--- src/proc_cfg.svh ---
`ifndef PROC_CFG_SVH
`define PROC_CFG_SVH

// Width of data words and of instruction words
`define PROC_DATA_W 16

// Register file entries
// r0 is hardwired to zero
`define PROC_REGS 8

// Instruction memory words
`define PROC_IMEM_DEPTH 64

// Data memory words, addressed by the low 8 result bits
`define PROC_DMEM_DEPTH 256

// Program counter width
// Wraps at the instruction memory depth
`define PROC_PC_W 6

`endif
--- src/proc_pkg.sv ---
`default_nettype none

package proc_pkg;

  // Operation codes in the top five bits of a word
  // Codes not listed here behave as NOP
  typedef enum logic [4:0] {
    OP_NOP  = 5'd0,
    OP_ADD  = 5'd1,
    OP_SUB  = 5'd2,
    OP_AND  = 5'd3,
    OP_OR   = 5'd4,
    OP_XOR  = 5'd5,
    OP_ADDI = 5'd6,
    OP_LD   = 5'd7,
    OP_ST   = 5'd8,
    OP_OUT  = 5'd9,
    OP_HLT  = 5'd10
  } opcode_e;

  // Controller states, one per instruction phase
  typedef enum logic [2:0] {
    IDLE      = 3'd0,
    FETCH     = 3'd1,
    DECODE    = 3'd2,
    EXECUTE   = 3'd3,
    MEMORY    = 3'd4,
    WRITEBACK = 3'd5,
    HALT      = 3'd6
  } stage_e;

  // Register format
  typedef struct packed {
    opcode_e    op;
    logic [2:0] dest;
    logic [2:0] src;
    logic [2:0] src2;
    logic [1:0] unused;
  } r_fmt_t;

  // Immediate format, 5-bit signed offset in the low bits
  typedef struct packed {
    opcode_e    op;
    logic [2:0] dest;
    logic [2:0] src;
    logic [4:0] imm;
  } i_fmt_t;

  // Same word, two decodings
  typedef union packed {
    r_fmt_t r_fmt;
    i_fmt_t i_fmt;
  } instr_u;

  // Condition codes
  typedef struct packed {
    logic zero;
    logic neg;
    logic carry;
  } flags_t;

  // ALU-type ops, ADD through ADDI
  // These write a register and update the flags
  function automatic logic op_is_alu(opcode_e op);
    return (op >= OP_ADD) && (op <= OP_ADDI);
  endfunction

endpackage

`default_nettype wire

--- src/proc_bus_if.sv ---
`default_nettype none

`include "proc_cfg.svh"

interface proc_bus_if;

  import proc_pkg::*;

  // Decoded operation, held from decode until the next decode
  opcode_e                        op;
  logic [$clog2(`PROC_REGS)-1:0]  dest;
  logic [`PROC_DATA_W-1:0]        opa;
  logic [`PROC_DATA_W-1:0]        opb;
  // Value of the destination register, used by ST only
  logic [`PROC_DATA_W-1:0]        store_data;
  // Register write needed at write-back
  logic                           wr_reg;

  // ALU output or memory address
  logic [`PROC_DATA_W-1:0]        result;

  modport dec (output op, dest, opa, opb, store_data, wr_reg);
  modport exe (input op, opa, opb, output result);
  modport mem (input op, dest, result, store_data, wr_reg);
  // Sequencer only looks at HLT
  modport ctl (input op);

endinterface

`default_nettype wire

--- src/exec_alu.sv ---
`default_nettype none

`include "proc_cfg.svh"

module exec_alu (
  input  logic             clk,
  input  logic             rst,
  input  proc_pkg::stage_e stage,
  proc_bus_if.exe          bus,
  output proc_pkg::flags_t flags
);

  import proc_pkg::*;

  // One extra bit for carry and borrow
  logic [`PROC_DATA_W:0]   sum;
  logic [`PROC_DATA_W:0]   diff;
  logic [`PROC_DATA_W-1:0] alu_out;
  logic                    carry;

  always_comb
  begin
    sum     = {1'b0, bus.opa} + {1'b0, bus.opb};
    diff    = {1'b0, bus.opa} - {1'b0, bus.opb};
    alu_out = '0;
    carry   = 1'b0;
    case (bus.op)
      OP_ADD, OP_ADDI:
      begin
        alu_out = sum[`PROC_DATA_W-1:0];
        carry   = sum[`PROC_DATA_W];
      end
      OP_SUB:
      begin
        alu_out = diff[`PROC_DATA_W-1:0];
        // Top bit set on borrow
        carry   = diff[`PROC_DATA_W];
      end
      OP_AND: alu_out = bus.opa & bus.opb;
      OP_OR:  alu_out = bus.opa | bus.opb;
      OP_XOR: alu_out = bus.opa ^ bus.opb;
      // Effective address, base plus offset
      OP_LD, OP_ST: alu_out = sum[`PROC_DATA_W-1:0];
      // Port value passes straight through
      OP_OUT: alu_out = bus.opa;
      default: alu_out = '0;
    endcase
  end

  // Result latch
  always_ff @(posedge clk)
  begin
    if (stage == EXECUTE)
    begin
      bus.result <= alu_out;
    end
  end

  // Condition codes
  // Held through loads, stores, OUT and NOP
  always_ff @(posedge clk or posedge rst)
  begin
    if (rst)
    begin
      flags <= '0;
    end
    else if (stage == EXECUTE && op_is_alu(bus.op))
    begin
      flags.zero  <= (alu_out == '0);
      flags.neg   <= alu_out[`PROC_DATA_W-1];
      flags.carry <= carry;
    end
  end

endmodule

`default_nettype wire

--- src/flat_wrapper.sv ---
// flat-port wrapper written by rule: the top's interface ports become plain ports
module exec_alu_flat import proc_pkg::*;
  (clk, rst, stage, flags, bus_op, bus_opa, bus_opb, bus_result);
  proc_bus_if bus_i ();
  input  logic clk;
  input  logic rst;
  input  proc_pkg::stage_e stage;
  output proc_pkg::flags_t flags;
  input wire logic [$bits(bus_i.op)-1:0] bus_op;
  input wire logic [$bits(bus_i.opa)-1:0] bus_opa;
  input wire logic [$bits(bus_i.opb)-1:0] bus_opb;
  output wire logic [$bits(bus_i.result)-1:0] bus_result;
  assign bus_i.op = bus_op;
  assign bus_i.opa = bus_opa;
  assign bus_i.opb = bus_opb;
  assign bus_result = bus_i.result;
  exec_alu u_core (.clk(clk), .rst(rst), .stage(stage), .bus(bus_i), .flags(flags));
endmodule
--- config.mk ---
export PLATFORM = sky130hd
export DESIGN_NAME = exec_alu_flat
export DESIGN_NICKNAME = d
export VERILOG_FILES = /design/src/proc_pkg.sv /design/src/proc_bus_if.sv /design/src/exec_alu.sv /design/src/flat_wrapper.sv
export VERILOG_INCLUDE_DIRS = /design/src
export SDC_FILE = /design/constraint.sdc
export NUM_CORES = 1
export LEC_CHECK = 0
export BUFFER_PORTS_ARGS = -buffer_cell sky130_fd_sc_hd__buf_4
export CELL_PAD_IN_SITES_DETAIL_PLACEMENT = 0
export CELL_PAD_IN_SITES_GLOBAL_PLACEMENT = 1
export CORE_MARGIN = 2
export CORE_UTILIZATION = 46
export CTS_CLUSTER_SIZE = 28
export DETAILED_ROUTE_END_ITERATION = 7
export GPL_ROUTABILITY_DRIVEN = 0
export PLACE_DENSITY_LB_ADDON = 0.1
export SKIP_LAST_GASP = 1
export SLEW_MARGIN = 30
export SYNTH_ARGS = -nofsm -noshare
export SYNTH_HDL_FRONTEND = slang
export SYNTH_SLANG_ARGS = --single-unit
--- constraint.sdc ---
create_clock -name clk -period 2.1 [get_ports clk]
set_input_delay 0.315 -clock clk [delete_from_list [all_inputs] [get_ports clk]]
set_output_delay 0.315 -clock clk [all_outputs]
set_load 0.02 [all_outputs]
== Yosys cells after proc, flatten, opt, wreduce, memory -nomap -nowiden ==
Index checks and enable logic that the tools add are counted.

* Register bits: 19

* Add/subtract/negate cells: 2
* Order comparisons: 2
* Equality and inequality tests: 10
* Muxes and demuxes: 2
* Bitwise logic cells: 3
* Reductions and logical operators: 5

{| class="wikitable"
|+ Operators by type and width
! operator !! number
|-
| $pmux 16 s6 || 1
|-
| $eq 5x3->1 const B || 4
|-
| $add 16x16->17 || 1
|-
| $sub 16x16->17 || 1
|-
| $and 16x16->16 || 1
|-
| $logic_not 16->1 || 1
|-
| $or 16x16->16 || 1
|-
| $xor 16x16->16 || 1
|-
| $eq 5x2->1 const B || 2
|-
| $eq 5x4->1 const B || 2
|-
| $eq 5x1->1 const B || 1
|-
| $ge 5x1->1 const B || 1
|-
| $le 5x3->1 const B || 1
|-
| $reduce_or 4->1 || 1
|-
| $eq 3x2->1 const B || 1
|-
| $logic_and 1x1->1 || 2
|-
| $pmux 1 s2 || 1
|-
| $reduce_or 2->1 || 1
|}

== Depth between registers and ports, before layout ==
Gate-level depths: netlist of the first run.

* Depth in word-level cells: 4
* Gate-level depth with buffers: 12
* Depth with buffers taken out: 12

== Worst setup path before layout of the first run ==
No wires, ideal clock.

* Path type: input -> register
* Start: in bus_opb[8]
* End: reg u_core.flags[2] (netlist name)
* Library setup time: 66 ps
* Arrival time: 2684 ps
* Required time: 2034 ps
* Slack: -649 ps
* Stages on the path: 12
* Path buffers: 1
* Cell sequence: inv_1 ha_1 buf_4 nor2b_1 or4_1 a31o_1 o41a_1 a311oi_2 a31oi_4 a2111oi_2 nand4_1 nand2_1

* Word-level cells in the longest chain between the ends: 3
* Elaborated cells on any way between the ends: 7
* Classes of those cells: 2 x add/sub; 1 x mux; 3 x bitwise; 1 x reduce/logical

{| class="wikitable"
|+ RTL lines
! element !! RTL line !! RTL
|-
| start, declared || flat_wrapper.sv:11 || <nowiki>input wire logic [$bits(bus_i.opb)-1:0] bus_opb;</nowiki>
|-
| $add 16x16->17 or $sub 16x16->17 (tied branches) || exec_alu.sv:23, exec_alu.sv:24 ||
|-
| $pmux 16 s6 * || exec_alu.sv:27 || <nowiki>case (bus.op)</nowiki>
|-
| net u_core.alu_out[15] || exec_alu.sv:18 || <nowiki>logic [`PROC_DATA_W-1:0] alu_out;</nowiki>
|-
| $logic_not 16->1 * || exec_alu.sv:69 || <nowiki>flags.zero <= (alu_out == '0);</nowiki>
|}

The timed path passes the listed nets; every way through them passes the cells marked *.
A chain may end at the register's enable or synchronous reset.

== Worst setup path in the final report of the first run ==
* Start: in bus_opa[11]
* End: reg u_core.flags[2] (netlist name)

* Word-level cells in the longest chain between the ends: 3
* Elaborated cells on any way between the ends: 7
* Classes of those cells: 2 x add/sub; 1 x mux; 3 x bitwise; 1 x reduce/logical

{| class="wikitable"
|+ RTL lines
! element !! RTL line !! RTL
|-
| start, declared || flat_wrapper.sv:10 || <nowiki>input wire logic [$bits(bus_i.opa)-1:0] bus_opa;</nowiki>
|-
| $add 16x16->17 (tied with other cells) || exec_alu.sv:23 || <nowiki>sum = {1'b0, bus.opa} + {1'b0, bus.opb};</nowiki>
|-
| $pmux 16 s6 * || exec_alu.sv:27 ||
|-
| $logic_not 16->1 * || exec_alu.sv:69 ||
|}

Every way passes the cells marked *; elsewhere a longest branch is shown, timed or not.

==> results.txt, run 1 <==
Post-synthesis cell area - 3370 µm²
Worst skew pair latency - 0.26 ns
RSZ-0062 raised after global routing - yes
DRC errors left - 0
Highest attainable clock frequency - 376 MHz
Proportion of layout cells with a drive suffix above 1 - 0.571
Placed Area - 5290 µm²
Comb pwr share - 0.679
Worst reg2reg startpoint - u_core.flags[1]
Run status - finished with violations
CP top delay family - compound AO/OA/AOI/OAI gates
First-pass GRT wire length - 21,400 µm
Element type at the critical path end - register
Most used cells in the layout excluding fill and tap cells - sky130_fd_sc_hd__buf_4 (218), sky130_fd_sc_hd__inv_1 (36), sky130_fd_sc_hd__ha_1 (32)
Crit path launch type - input pin
Routed WL per cell - 19.8 µm
Required time worst endpoint - 2.31 ns
H-tree depth - 1
Worst vdd ir - 0.201 mV
Endpoint of the worst register-to-register path - u_core.flags[1]
Number of nets still failing antenna checks after routing - 0
Hold Fails Final Rpt - 0
Worst Skew - 0 ns
Summed area of non-filler cells in the final layout - 6160 µm²
Number of cell rows - 31
Slew at the pin closest to its max-slew limit - 0.566 ns
Violated checks - negative setup slack
Slowest cell on crit path - sky130_fd_sc_hd__o31ai_1
Largest net degree at the start of global routing - 17
Clock input transition at the sequential cells of the worst setup and hold paths - 0.08 ns
Internal power contribution - 0.00135 W
HPWL after detailed placement - 10,300 µm
Synthesized flop and latch total - 19
Ports placed on the boundary - 61
Delay contributed by the slowest stage of the critical path - 0.50 ns
Cells along the critical path - buf_4 > inv_1 > ha_1 > inv_1 > buf_4 > o31ai_1 > a21oi_1 > a21oi_2 > o41a_1 > mux2i_2 > a2111oi_4 > nand4_1 > nand2_1
Initial core utilization - 0.469
Core box area - 7180 µm²
Antenna violations before repair - 0
Sw frac - 0.398
Clock sink total - 19
Port Buffer Count - 60
Mean cell area of the mapped netlist - 7.99 µm²
Ant diodes - 0
Fraction of synthesis flops using an asynchronous set or reset pin - 0.158
Maximum root-to-sink buffer count - 2
Largest fanout of any net on the critical path - 4
Post-detailed-route via-to-cell ratio - 6.32
Maximum capacitance violations - 0
Leakage power figure - 2.82 nW
Net count of the finished layout - 749
Number of buffers created by CTS - 3
WP buf/inv - 4
Final Routed Wirelength - 14,900 µm
Seq pwr share - 0.202
Initial drt markers - 471
Count of distinct cell types in the synthesized netlist - 74
Prevailing post-synth register cell - sky130_fd_sc_hd__edfxtp_1
Gr ovfl total - 0
Clk root buf - sky130_fd_sc_hd__clkbuf_8
Type of the worst min-delay path - in -> async
Area added between synthesis and finish - 83.0%
Net switching power - 0.000893 W
Die span in y - 89.5 µm
Number of cells produced by synthesis - 421
Seq. cell area - 556 µm²
Number of enable-type register cells in the synthesized netlist - 16
Vias in the first global route - 4,431
Slew Viols, Final - 0
Worst-case register-to-register setup slack - 1.33 ns
Number of fill cells in the layout - 382
Normalized max-slew margin - 0.619
Area of the die - 8020 µm²
Power per standard cell area - 364 nW/µm²
Smallest setup slack after layout - -0.559 ns
Clock tree from TritonCTS - done
Worst path arrival time - 2.87 ns
Worst Setup Path Type - in -> reg
Total nets after synthesis - 514
Number of vias after detailed routing - 4,769
Worst Reg-to-Reg Cells - 1
Worst slack on hold paths - 0.466 ns
Clock power share - 0.119
Count of TritonRoute iterations in the first routing pass - 5
Sequential share of the synthesized area - 0.165
Die W - 89.5 µm
Minimum period implied by the final worst setup slack - 2.66 ns
Most common library cell in the layout ignoring fill and taps - sky130_fd_sc_hd__buf_4
Yosys synthesis warning count - 0
Setup crit start - bus_opa[11]
Setup-failing EPs final - 13
Area taken by multi-input logic gates - 3180 µm²
Ratio of final minimum period to clock period - 1.27
GRT Overall Usage - 0.345
[worst max-delay path by stage]
stage	slack, ns	endpoint	cells past startpoint
3_5_place_dp	-0.89	u_core.flags[2]	14
4_1_cts	-0.48	u_core.flags[0]	15
2_1_floorplan	-0.51	u_core.flags[2]	12
3_3_place_gp	-0.84	u_core.flags[2]	14
6_report	-0.56	u_core.flags[2]	13
5_1_grt	-0.67	u_core.flags[2]	13
[cells by family after synthesis]
group / after synthesis / share of synthesized area
compound gates: 137 / 0.315
fa+ha+maj: 51 / 0.194
buf+inv: 71 / 0.0888
flops: 19 / 0.165
mux: 3 / 0.00967
simple gates: 140 / 0.228
[timing repair]
action	4_1_cts	5_1_grt
setup buffers	17	14
gates resized for setup	90	49
gates cloned	0	0
hold endpoints to repair	3	0
hold buffers	1	0
setup endpoints to repair	14	15
pin swaps	40	31
[state kept, by name (all words and copies together), names as in the netlist]
| register | count |
|---|---|
| u_core.flags | 3 |
| u_core.bus.result | 16 |
[per-stage QoR]
step / worst slack, ns / TNS, ns / utilization / std cells / total power [W]
6_report: -0.559 / -4.22 / 0.858 / 754 / 0.00224
5_1_grt: -0.666 / -4.89 / 0.858 / 754 / 0.00233
4_1_cts: -0.480 / -3.09 / 0.817 / 744 / 0.00205
3_5_place_dp: -0.889 / -8.82 / 0.738 / 723 / 0.00163
3_3_place_gp: -0.837 / -8.19 / 0.738 / 723 / 0.00160
2_1_floorplan: -0.511 / -2.58 / - / 421 / 0.00107
[routing by layer]
| layer | global-route usage | wire length (µm) |
|---|---|---|
| met1 | 0.418 | 5210 |
| met2 | 0.605 | 7140 |
| met3 | 0.0443 | 1480 |
| met4 | 0.151 | 1060 |
| met5 | 0 | 0 |
[area by class of cell]
cell class | count | area share
Timing Repair Buffer | 248 | 0.327
Clock inverter | 1 | 0.000813
Tap cell | 99 | 0.0201
Multi-Input combinational cell | 331 | 0.516
Inverter | 53 | 0.0394
Sequential cell | 19 | 0.0902
Clock buffer | 3 | 0.00670
[synth_stat cells, types with 3 or more instances]
library cell	count	area (µm²)
sky130_fd_sc_hd__inv_1	52	195
sky130_fd_sc_hd__ha_1	49	613
sky130_fd_sc_hd__nor2_1	33	124
sky130_fd_sc_hd__a21oi_1	24	120
sky130_fd_sc_hd__nand2_1	19	71.3
sky130_fd_sc_hd__o21ai_0	18	90.1
sky130_fd_sc_hd__edfxtp_1	16	480
sky130_fd_sc_hd__nand3_1	16	80.1
sky130_fd_sc_hd__nor3_1	12	60.1
sky130_fd_sc_hd__a211oi_1	9	67.6
sky130_fd_sc_hd__o221ai_1	9	78.8
sky130_fd_sc_hd__clkbuf_1	7	26.3
sky130_fd_sc_hd__nand2b_1	7	43.8
sky130_fd_sc_hd__nor4_1	7	43.8
sky130_fd_sc_hd__or3_1	7	43.8
sky130_fd_sc_hd__or4_1	7	52.6
sky130_fd_sc_hd__and2_1	6	37.5
sky130_fd_sc_hd__buf_2	5	25.0
sky130_fd_sc_hd__nand4_1	5	31.3
sky130_fd_sc_hd__nor2b_1	5	31.3
sky130_fd_sc_hd__o211ai_1	5	37.5
sky130_fd_sc_hd__o22ai_1	5	31.3
sky130_fd_sc_hd__o31ai_1	5	37.5
sky130_fd_sc_hd__a221oi_1	4	35.0
sky130_fd_sc_hd__a31oi_1	4	25.0
sky130_fd_sc_hd__a2111oi_0	3	26.3
sky130_fd_sc_hd__a22oi_1	3	22.5
sky130_fd_sc_hd__a2bb2oi_1	3	26.3
sky130_fd_sc_hd__buf_4	3	22.5
sky130_fd_sc_hd__dfrtp_1	3	75.1
sky130_fd_sc_hd__o2111ai_1	3	26.3
sky130_fd_sc_hd__o211a_1	3	30.0
sky130_fd_sc_hd__o21a_1	3	22.5
sky130_fd_sc_hd__o32ai_1	3	26.3
sky130_fd_sc_hd__or2_2	3	18.8
[power by group through the flow]
| stage | registers [W] | logic [W] | clock network, W |
|---|---|---|---|
| after global placement | 0.000460 | 0.00113 | 0 |
| after global routing | 0.000455 | 0.00159 | 0.000279 |
| after CTS | 0.000453 | 0.00133 | 0.000264 |
| after detailed placement | 0.000461 | 0.00116 | 0 |
| final | 0.000452 | 0.00152 | 0.000267 |
| after floorplan | 0.000491 | 0.000576 | 0 |
Note: power is estimated with default switching activity, not from simulation.
==> run 2, diff against run 1 <==
--- a/config.mk
+++ b/config.mk
@@ -6,15 +6,17 @@
 export SDC_FILE = /design/constraint.sdc
 export NUM_CORES = 1
 export LEC_CHECK = 0
+export ABC_AREA = 1
 export BUFFER_PORTS_ARGS = -buffer_cell sky130_fd_sc_hd__buf_4
 export CELL_PAD_IN_SITES_DETAIL_PLACEMENT = 0
 export CELL_PAD_IN_SITES_GLOBAL_PLACEMENT = 1
 export CORE_MARGIN = 2
-export CORE_UTILIZATION = 46
+export CORE_UTILIZATION = 43
 export CTS_CLUSTER_SIZE = 28
 export DETAILED_ROUTE_END_ITERATION = 7
 export GPL_ROUTABILITY_DRIVEN = 0
 export PLACE_DENSITY_LB_ADDON = 0.1
+export RECOVER_POWER = 50
 export SKIP_LAST_GASP = 1
 export SLEW_MARGIN = 30
 export SYNTH_ARGS = -nofsm -noshare
==> run 2 against run 1 <==
The run now ends clean. Highest routed layer unchanged. Hold slack worse by 0.0096 ns. Clock power fell by 1%. Critical endpoint unchanged. Critical path depth is 4 higher.
==> results.txt, run 2 <==
Ratio of final minimum period to clock period - 0.949 (-0.317)
Number of nets still failing antenna checks after routing - 0 (unchanged)
Ant diodes - 0 (unchanged)
Slew Viols, Final - 0 (unchanged)
Final Util - 0.609 (-0.249)
Worst Setup Path Type - in -> reg
Delay contributed by the slowest stage of the critical path - 0.37 ns (-0.13 ns)
Placed Area - 5080 µm² (-3.9%)
Gr ovfl total - 0 (unchanged)
Number of fill cells in the layout - 865 (+130%)
Required time worst endpoint - 2.31 ns (about the same)
Type of the worst min-delay path - in -> reg
Leakage power figure - 2.98 nW (+5.8%)
Normalized max-slew margin - 0.382 (-0.237)
Area of the die - 9490 µm² (+18%)
Summed area of non-filler cells in the final layout - 5240 µm² (-15%)
Hold Fails Final Rpt - 0 (unchanged)
Most used cells in the layout excluding fill and tap cells - sky130_fd_sc_hd__nand2_1 (195), sky130_fd_sc_hd__buf_4 (156), sky130_fd_sc_hd__inv_1 (116)
Maximum root-to-sink buffer count - 2 (unchanged)
Worst path arrival time - 2.20 ns (-0.67 ns)
Run status - complete, no violations
Clock sink total - 19 (unchanged)
Number of vias after detailed routing - 4,541 (-4.8%)
Yosys synthesis warning count - 0 (unchanged)
Setup Total Neg Slack - 0 ns (+4.22 ns)
Post-detailed-route via-to-cell ratio - 4.98 (-21%)
Largest net degree at the start of global routing - 17 (unchanged)
Count of distinct cell types in the synthesized netlist - 35 (-53%)
Die span in y - 97.4 µm (+8.8%)
Setup-failing EPs final - 0 (-13)
Top cells by area in the synthesized netlist - sky130_fd_sc_hd__nand2_1 (20%), sky130_fd_sc_hd__ha_1 (16%), sky130_fd_sc_hd__edfxtp_1 (13%)
Mean cell area of the mapped netlist - 5.83 µm² (-27%)
Cells along the critical path - buf_4 > ha_2 > inv_2 > fa_2 > inv_1 > nand3_1 > nand3_1 > nand2_1 > nand2_2 > nand3_2 > nor2_4 > nand2_1 > nor2_1 > nand3_1 > nor2_1 > nand3_1 > nand2_1
Number of cell rows - 34 (+9.7%)
Clk root buf - sky130_fd_sc_hd__clkbuf_8
Ports placed on the boundary - 61 (unchanged)
Crit-path most repeated cell - sky130_fd_sc_hd__nand3_1
HPWL after detailed placement - 10,300 µm (-0.43%)
Die W - 97.4 µm (+8.8%)
Largest Register - u_core.bus.result
Highest attainable clock frequency - 502 MHz (+33%)
Worst skew pair latency - 0.27 ns (about the same)
RSZ-0062 raised after global routing - yes
Post-synthesis cell area - 3750 µm² (+11%)
Sequential share of the synthesized area - 0.148 (-0.0170)
Largest fanout of any net on the critical path - 3 (-1)
Clock input transition at the sequential cells of the worst setup and hold paths - 0.07 ns (about the same)
Prevailing post-synth register cell - sky130_fd_sc_hd__edfxtp_1
Initial core utilization - 0.437 (-0.0324)
Vias in the first global route - 4,291 (-3.2%)
Power per standard cell area - 345 nW/µm² (-5.3%)
Total nets after synthesis - 737 (+43%)
Slowest cell on crit path - sky130_fd_sc_hd__fa_2
Number of enable-type register cells in the synthesized netlist - 16 (unchanged)
Area added between synthesis and finish - 39.5%
Max FFs per register - 16 (unchanged)
Slew at the pin closest to its max-slew limit - 0.924 ns (+0.358 ns)
Worst Skew - 0 ns (unchanged)
DRC errors left - 0 (unchanged)
Count of TritonRoute iterations in the first routing pass - 6 (+1)
Fraction of synthesis flops using an asynchronous set or reset pin - 0.158 (unchanged)
Share of the synthesized area in the top cell type - 0.199 (+0.0169)
Area leader, netlist - sky130_fd_sc_hd__nand2_1
Number of buffers created by CTS - 3 (unchanged)
GRT Overall Usage - 0.259 (-0.0854)
Port Buffer Count - 60 (unchanged)
Largest registers in the final layout - u_core.bus.result: 16 flops, u_core.flags: 3 flops
Worst setup slack after placement - -0.330 ns (+0.559 ns)
Core box area - 8590 µm² (+20%)
Smallest setup slack after layout - 0.106 ns (+0.665 ns)
H-tree depth - 1 (unchanged)
Proportion of layout cells with a drive suffix above 1 - 0.274 (-0.297)
Element type at the critical path end - register
Clock tree from TritonCTS - done
Crit path launch type - input pin
Synthesized flop and latch total - 19 (unchanged)
Count leader, synth - sky130_fd_sc_hd__nand2_1
Net count of the finished layout - 898 (+20%)
Minimum period implied by the final worst setup slack - 1.99 ns (-0.665 ns)
Final Routed Wirelength - 12,400 µm (-17%)
Ranking of synthesized cells by instance count - sky130_fd_sc_hd__nand2_1 (199), sky130_fd_sc_hd__inv_1 (117), sky130_fd_sc_hd__nand3_1 (75), sky130_fd_sc_hd__nor2_1 (72), sky130_fd_sc_hd__ha_1 (49)
Number of cells produced by synthesis - 644 (+53%)
Maximum capacitance violations - 0 (unchanged)
First-pass GRT wire length - 20,200 µm (-5.7%)
Initial drt markers - 322 (-32%)
Worst vdd ir - 0.165 mV (-18%)
Most common library cell in the layout ignoring fill and taps - sky130_fd_sc_hd__nand2_1
Antenna violations before repair - 0 (unchanged)
Routed WL per cell - 13.6 µm (-31%)
==> run 2: cell count changes in the layout (fill, tap and decap cells not counted), sizes merged, moves of 9 or more <==
cell    before  now
inv         52  119
nor2        33   78
o21ai       18    9
o221ai       9    0
clkbuf       3   15
nand3       16   82
buf        247  159
nand2       20  206
==> run 2: what timing repair did <==
item	in CTS	in global routing
endpoints found under the hold margin	3	0
buffers inserted	0	2
hold buffers	1	0
pin swaps	0	5
resized for setup	2	33
setup endpoints to repair	1	7
==> run 2: metrics by stage <==
step | hold WS (ns) | instances | total power [W]
3_3_place_gp | 0.197 | 905 | 0.00149
5_1_grt | 0.480 | 912 | 0.00194
6_report | 0.456 | 912 | 0.00180
4_1_cts | 0.430 | 910 | 0.00177
3_5_place_dp | 0.200 | 905 | 0.00150
2_1_floorplan | 0.0686 | 644 | 0.00101
==> run 2: final timing paths <==
path / from / cells after the start / slack, ns / endpoint
worst min register to register: u_core.flags[2] / 2 / 0.49 / u_core.flags[2]
worst max register to register: u_core.flags[1] / 2 / 1.49 / u_core.flags[1]
min in group asynchronous: rst / 3 / 0.49 / u_core.flags[0]
worst min-delay path: bus_opa[14] / 3 / 0.46 / u_core.bus.result[14]
max in group asynchronous: rst / 3 / 1.47 / u_core.flags[2]
worst max-delay path: bus_opb[0] / 17 / 0.11 / u_core.flags[2]
==> run 2: layer usage <==
| layer | share of wire | vias up | GRT usage |
|---|---|---|---|
| li1 | - | 2332 | - |
| met1 | 0.47 | 2047 | 0.368 |
| met2 | 0.45 | 147 | 0.430 |
| met3 | 0.055 | 15 | 0.0158 |
| met4 | 0.021 | 0 | 0.0673 |
| met5 | 0 | - | 0 |
==> run 2: report_power, final <==
group | total [W] | internal, W | switching [W] | leakage (nW)
clock | 0.000263 | 0.000134 | 0.000129 | 0.0217
combinational | 0.00109 | 0.000489 | 0.000606 | 2.79
sequential | 0.000446 | 0.000438 | 0.00000775 | 0.168
==> run 2: cells by family (layout without fill, tap and decap cells) <==
family / Yosys count / in the layout / share of synthesized area
buffers and inverters: 135 / 295 / 0.148
AOI/OAI and AO/OA: 48 / 48 / 0.0717
adders and majority gates: 51 / 51 / 0.174
and+or+nand+nor: 389 / 389 / 0.453
DFF: 19 / 19 / 0.148
xor gates and xnor gates: 2 / 2 / 0.00467
==> run 2: worst max-delay path: cells and delay by family <==
kind / cells / cell delay (ns)
adders and majority gates: 2 / 0.55
buffers and inverters: 3 / 0.23
and+or+nand+nor: 12 / 1.13
==> run 2: area by class of cell <==
cell class              instances  area, µm²  share of cell area
multi-input cells             490       2760               0.526
repair buffers                172       1290               0.247
flip-flops and latches         19        556               0.106
inverters                     119        447              0.0853
well taps                     108        135              0.0258
clock buffers                   3       41.3             0.00789
clock inverters                 1       7.51             0.00143
==> run 3, diff against run 2 <==
--- a/config.mk
+++ b/config.mk
@@ -8,14 +8,12 @@
 export LEC_CHECK = 0
 export ABC_AREA = 1
 export BUFFER_PORTS_ARGS = -buffer_cell sky130_fd_sc_hd__buf_4
-export CELL_PAD_IN_SITES_DETAIL_PLACEMENT = 0
-export CELL_PAD_IN_SITES_GLOBAL_PLACEMENT = 1
 export CORE_MARGIN = 2
-export CORE_UTILIZATION = 43
+export CORE_UTILIZATION = 63
 export CTS_CLUSTER_SIZE = 28
 export DETAILED_ROUTE_END_ITERATION = 7
 export GPL_ROUTABILITY_DRIVEN = 0
-export PLACE_DENSITY_LB_ADDON = 0.1
+export PLACE_DENSITY = 0.88
 export RECOVER_POWER = 50
 export SKIP_LAST_GASP = 1
 export SLEW_MARGIN = 30
==> run 3 against run 2 <==
The run now ends with design-rule violations, negative setup slack left. Via count rose by 16%. Core utilization grew 26 points. Sequential share of layout area rose by 0.36 points. Design area decreased by 3.3%. Final cell count fell by 6.3%. Register-to-register slack worse by 0.08 ns. Non-clock buffer count shrank 24. Count of clock-buffer cells in the layout up 1. Global-route usage is 16 points higher. Largest cell class unchanged. Largest power group unchanged.
==> results.txt, run 3 (synthesized netlist as in run 2, its figures left out) <==
Violated checks - design-rule violations, negative setup slack
Most used cells in the layout excluding fill and tap cells - sky130_fd_sc_hd__nand2_1 (191), sky130_fd_sc_hd__buf_4 (122), sky130_fd_sc_hd__inv_1 (111)
GRT Overall Usage - 0.415 (+0.156)
Number of cell rows - 28 (-18%)
Initial core utilization - 0.641 (+0.205)
Port Buffer Count - 60 (unchanged)
Maximum capacitance violations - 0 (unchanged)
Worst vdd ir - 0.305 mV (+85%)
Final Util - 0.865 (+0.256)
Final Routed Wirelength - 14,900 µm (+20%)
Hold Fails Final Rpt - 0 (unchanged)
Gr ovfl total - 0 (unchanged)
Post-detailed-route via-to-cell ratio - 6.17 (+24%)
Clock input transition at the sequential cells of the worst setup and hold paths - 0.07 ns (about the same)
Core box area - 5850 µm² (-32%)
Initial drt markers - 809 (+150%)
Crit path launch type - input pin
Most common library cell in the layout ignoring fill and taps - sky130_fd_sc_hd__nand2_1
Largest Register - u_core.bus.result
Largest net degree at the start of global routing - 17 (unchanged)
Highest attainable clock frequency - 458 MHz (-8.7%)
Destination of the worst hold path - u_core.bus.result[14]
H-tree depth - 1 (unchanged)
Number of fill cells in the layout - 343 (-60%)
Number of standard cells in the final layout excluding fillers - 855 (-6.3%)
Largest fanout of any net on the critical path - 9 (+6)
Highest routing layer actually used - met4
Slew at the pin closest to its max-slew limit - 0.921 ns (-0.00344 ns)
Detailed-routed wire length on met2 - 6590 µm (+18%)
Power per standard cell area - 365 nW/µm² (+5.9%)
Leakage power figure - 2.85 nW (-4.5%)
Setup-failing EPs final - 1 (+1)
Die W - 81.2 µm (-17%)
Smallest setup slack after layout - -0.0830 ns (-0.189 ns)
Die span in y - 81.2 µm (-17%)
Routed WL per cell - 17.4 µm (+28%)
Ant diodes - 0 (unchanged)
Net count of the finished layout - 874 (-2.7%)
Proportion of layout cells with a drive suffix above 1 - 0.264 (-0.00953)
Number of vias after detailed routing - 5,274 (+16%)
Largest registers in the final layout - u_core.bus.result: 16 flops, u_core.flags: 3 flops
Minimum period implied by the final worst setup slack - 2.18 ns (+0.189 ns)
Number of nets still failing antenna checks after routing - 0 (unchanged)
Met3 WL post-DR - 1950 µm (+190%)
Vias in the first global route - 4,687 (+9.2%)
First-pass GRT wire length - 21,400 µm (+5.7%)
Ports placed on the boundary - 61 (unchanged)
Number of buffers created by CTS - 3 (unchanged)
Metal1 wirelength - 4930 µm (-16%)
Worst Setup Path Type - in -> reg
Run status - finished with violations
Antenna violations before repair - 0 (unchanged)
Worst Skew - 0 ns (unchanged)
Total power - 0.00185 W (+2.4%)
WHS Path Cells - 3 (unchanged)
Normalized max-slew margin - 0.386 (+0.00457)
Area added between synthesis and finish - 34.9%
Type of the worst min-delay path - in -> reg
Start point of the worst min-delay path - bus_opa[14]
Element type at the critical path end - register
HPWL after detailed placement - 10,300 µm (+0.33%)
Worst reg2reg startpoint - u_core.flags[0]
Required time worst endpoint - 2.29 ns (-0.02 ns)
Area of the die - 6590 µm² (-31%)
Worst Reg-to-Reg Cells - 2 (unchanged)
Worst skew pair latency - 0.26 ns (about the same)
Endpoint of the worst register-to-register path - u_core.flags[0]
Ratio of final minimum period to clock period - 1.04 (+0.0900)
DRC errors left - 2 (+2)
Instance count after placement with tap cells included - 847 (-6.4%)
Worst-case register-to-register setup slack - 1.41 ns (-0.08 ns)
Clock sink total - 19 (unchanged)
Worst path arrival time - 2.38 ns (+0.18 ns)
Clk root buf - sky130_fd_sc_hd__clkbuf_8
Slew Viols, Final - 0 (unchanged)
Clock tree from TritonCTS - done
Count of TritonRoute iterations in the first routing pass - 8 (+2)
Maximum root-to-sink buffer count - 2 (unchanged)
Max FFs per register - 16 (unchanged)
==> run 3: cell count changes in the layout (fill, tap and decap cells not counted), sizes merged <==
| cell | before | now |
|---|---|---|
| buf | 159 | 125 |
| clkinvlp | 1 | 0 |
| clkbuf | 15 | 26 |
==> run 3: timing repair <==
| action | 4_1_cts | 5_1_grt |
|---|---|---|
| hold buffers | 1 | 0 |
| endpoints found under the setup margin | 1 | 7 |
| setup buffers | 0 | 3 |
| pin swaps | 0 | 15 |
| endpoints found under the hold margin | 3 | 0 |
| gates resized for setup | 2 | 59 |
==> run 3: metrics by stage <==
stage                     worst slack (ns)  hold WS (ns)  setup TNS [ns]  cell area, µm²
final                              -0.0830         0.453         -0.0830            5060
after global routing                -0.169         0.460          -0.292            5060
after CTS                           0.0307         0.446               0            4900
after detailed placement            -0.337         0.196           -1.18            4840
after global placement              -0.244         0.192          -0.549            4840
after floorplan                     0.0800        0.0686               0            3750
==> run 3: worst max path at each step <==
stage / from / end
after floorplan: stage[1] / u_core.flags[2]
after CTS: bus_opb[0] / u_core.flags[2]
after global placement: bus_opb[0] / u_core.flags[2]
after global routing: bus_opb[9] / u_core.flags[0]
final: bus_opb[7] / u_core.flags[2]
after detailed placement: bus_opb[0] / u_core.flags[2]
==> run 3: layout make-up <==
cell class | instances | area (µm²) | area share
inverter | 119 | 447 | 0.0882
tap | 75 | 93.8 | 0.0185
sequential | 19 | 556 | 0.110
clock buffer | 4 | 45.0 | 0.00890
timing repair buffer | 148 | 1070 | 0.211
multi-input combinational | 490 | 2850 | 0.564
==> run 3: per-layer routing <==
metal	vias up	global-route usage
li1	2287	-
met1	2289	0.486
met2	498	0.710
met3	200	0.0867
met4	0	0.222
met5	-	0
==> run 3: worst max-delay path, stage by stage <==
cell and delay, ns:
sky130_fd_sc_hd__buf_4 0.08, sky130_fd_sc_hd__inv_1 0.04, sky130_fd_sc_hd__ha_2 0.43, sky130_fd_sc_hd__nand2_1 0.10
sky130_fd_sc_hd__inv_1 0.11, sky130_fd_sc_hd__nand2_1 0.09, sky130_fd_sc_hd__nor3_1 0.15, sky130_fd_sc_hd__nand2_1 0.15
sky130_fd_sc_hd__nand2_1 0.09, sky130_fd_sc_hd__nand2_1 0.11, sky130_fd_sc_hd__nand3_1 0.16, sky130_fd_sc_hd__nand3_2 0.15
sky130_fd_sc_hd__nor3_1 0.17, sky130_fd_sc_hd__nand3_1 0.12, sky130_fd_sc_hd__nand2_1 0.09
==> run 3: power breakdown <==
group | internal, W | switching, W
Sequential | 0.000439 | 0.0000101
Clock | 0.000135 | 0.000126
Combinational | 0.000459 | 0.000679
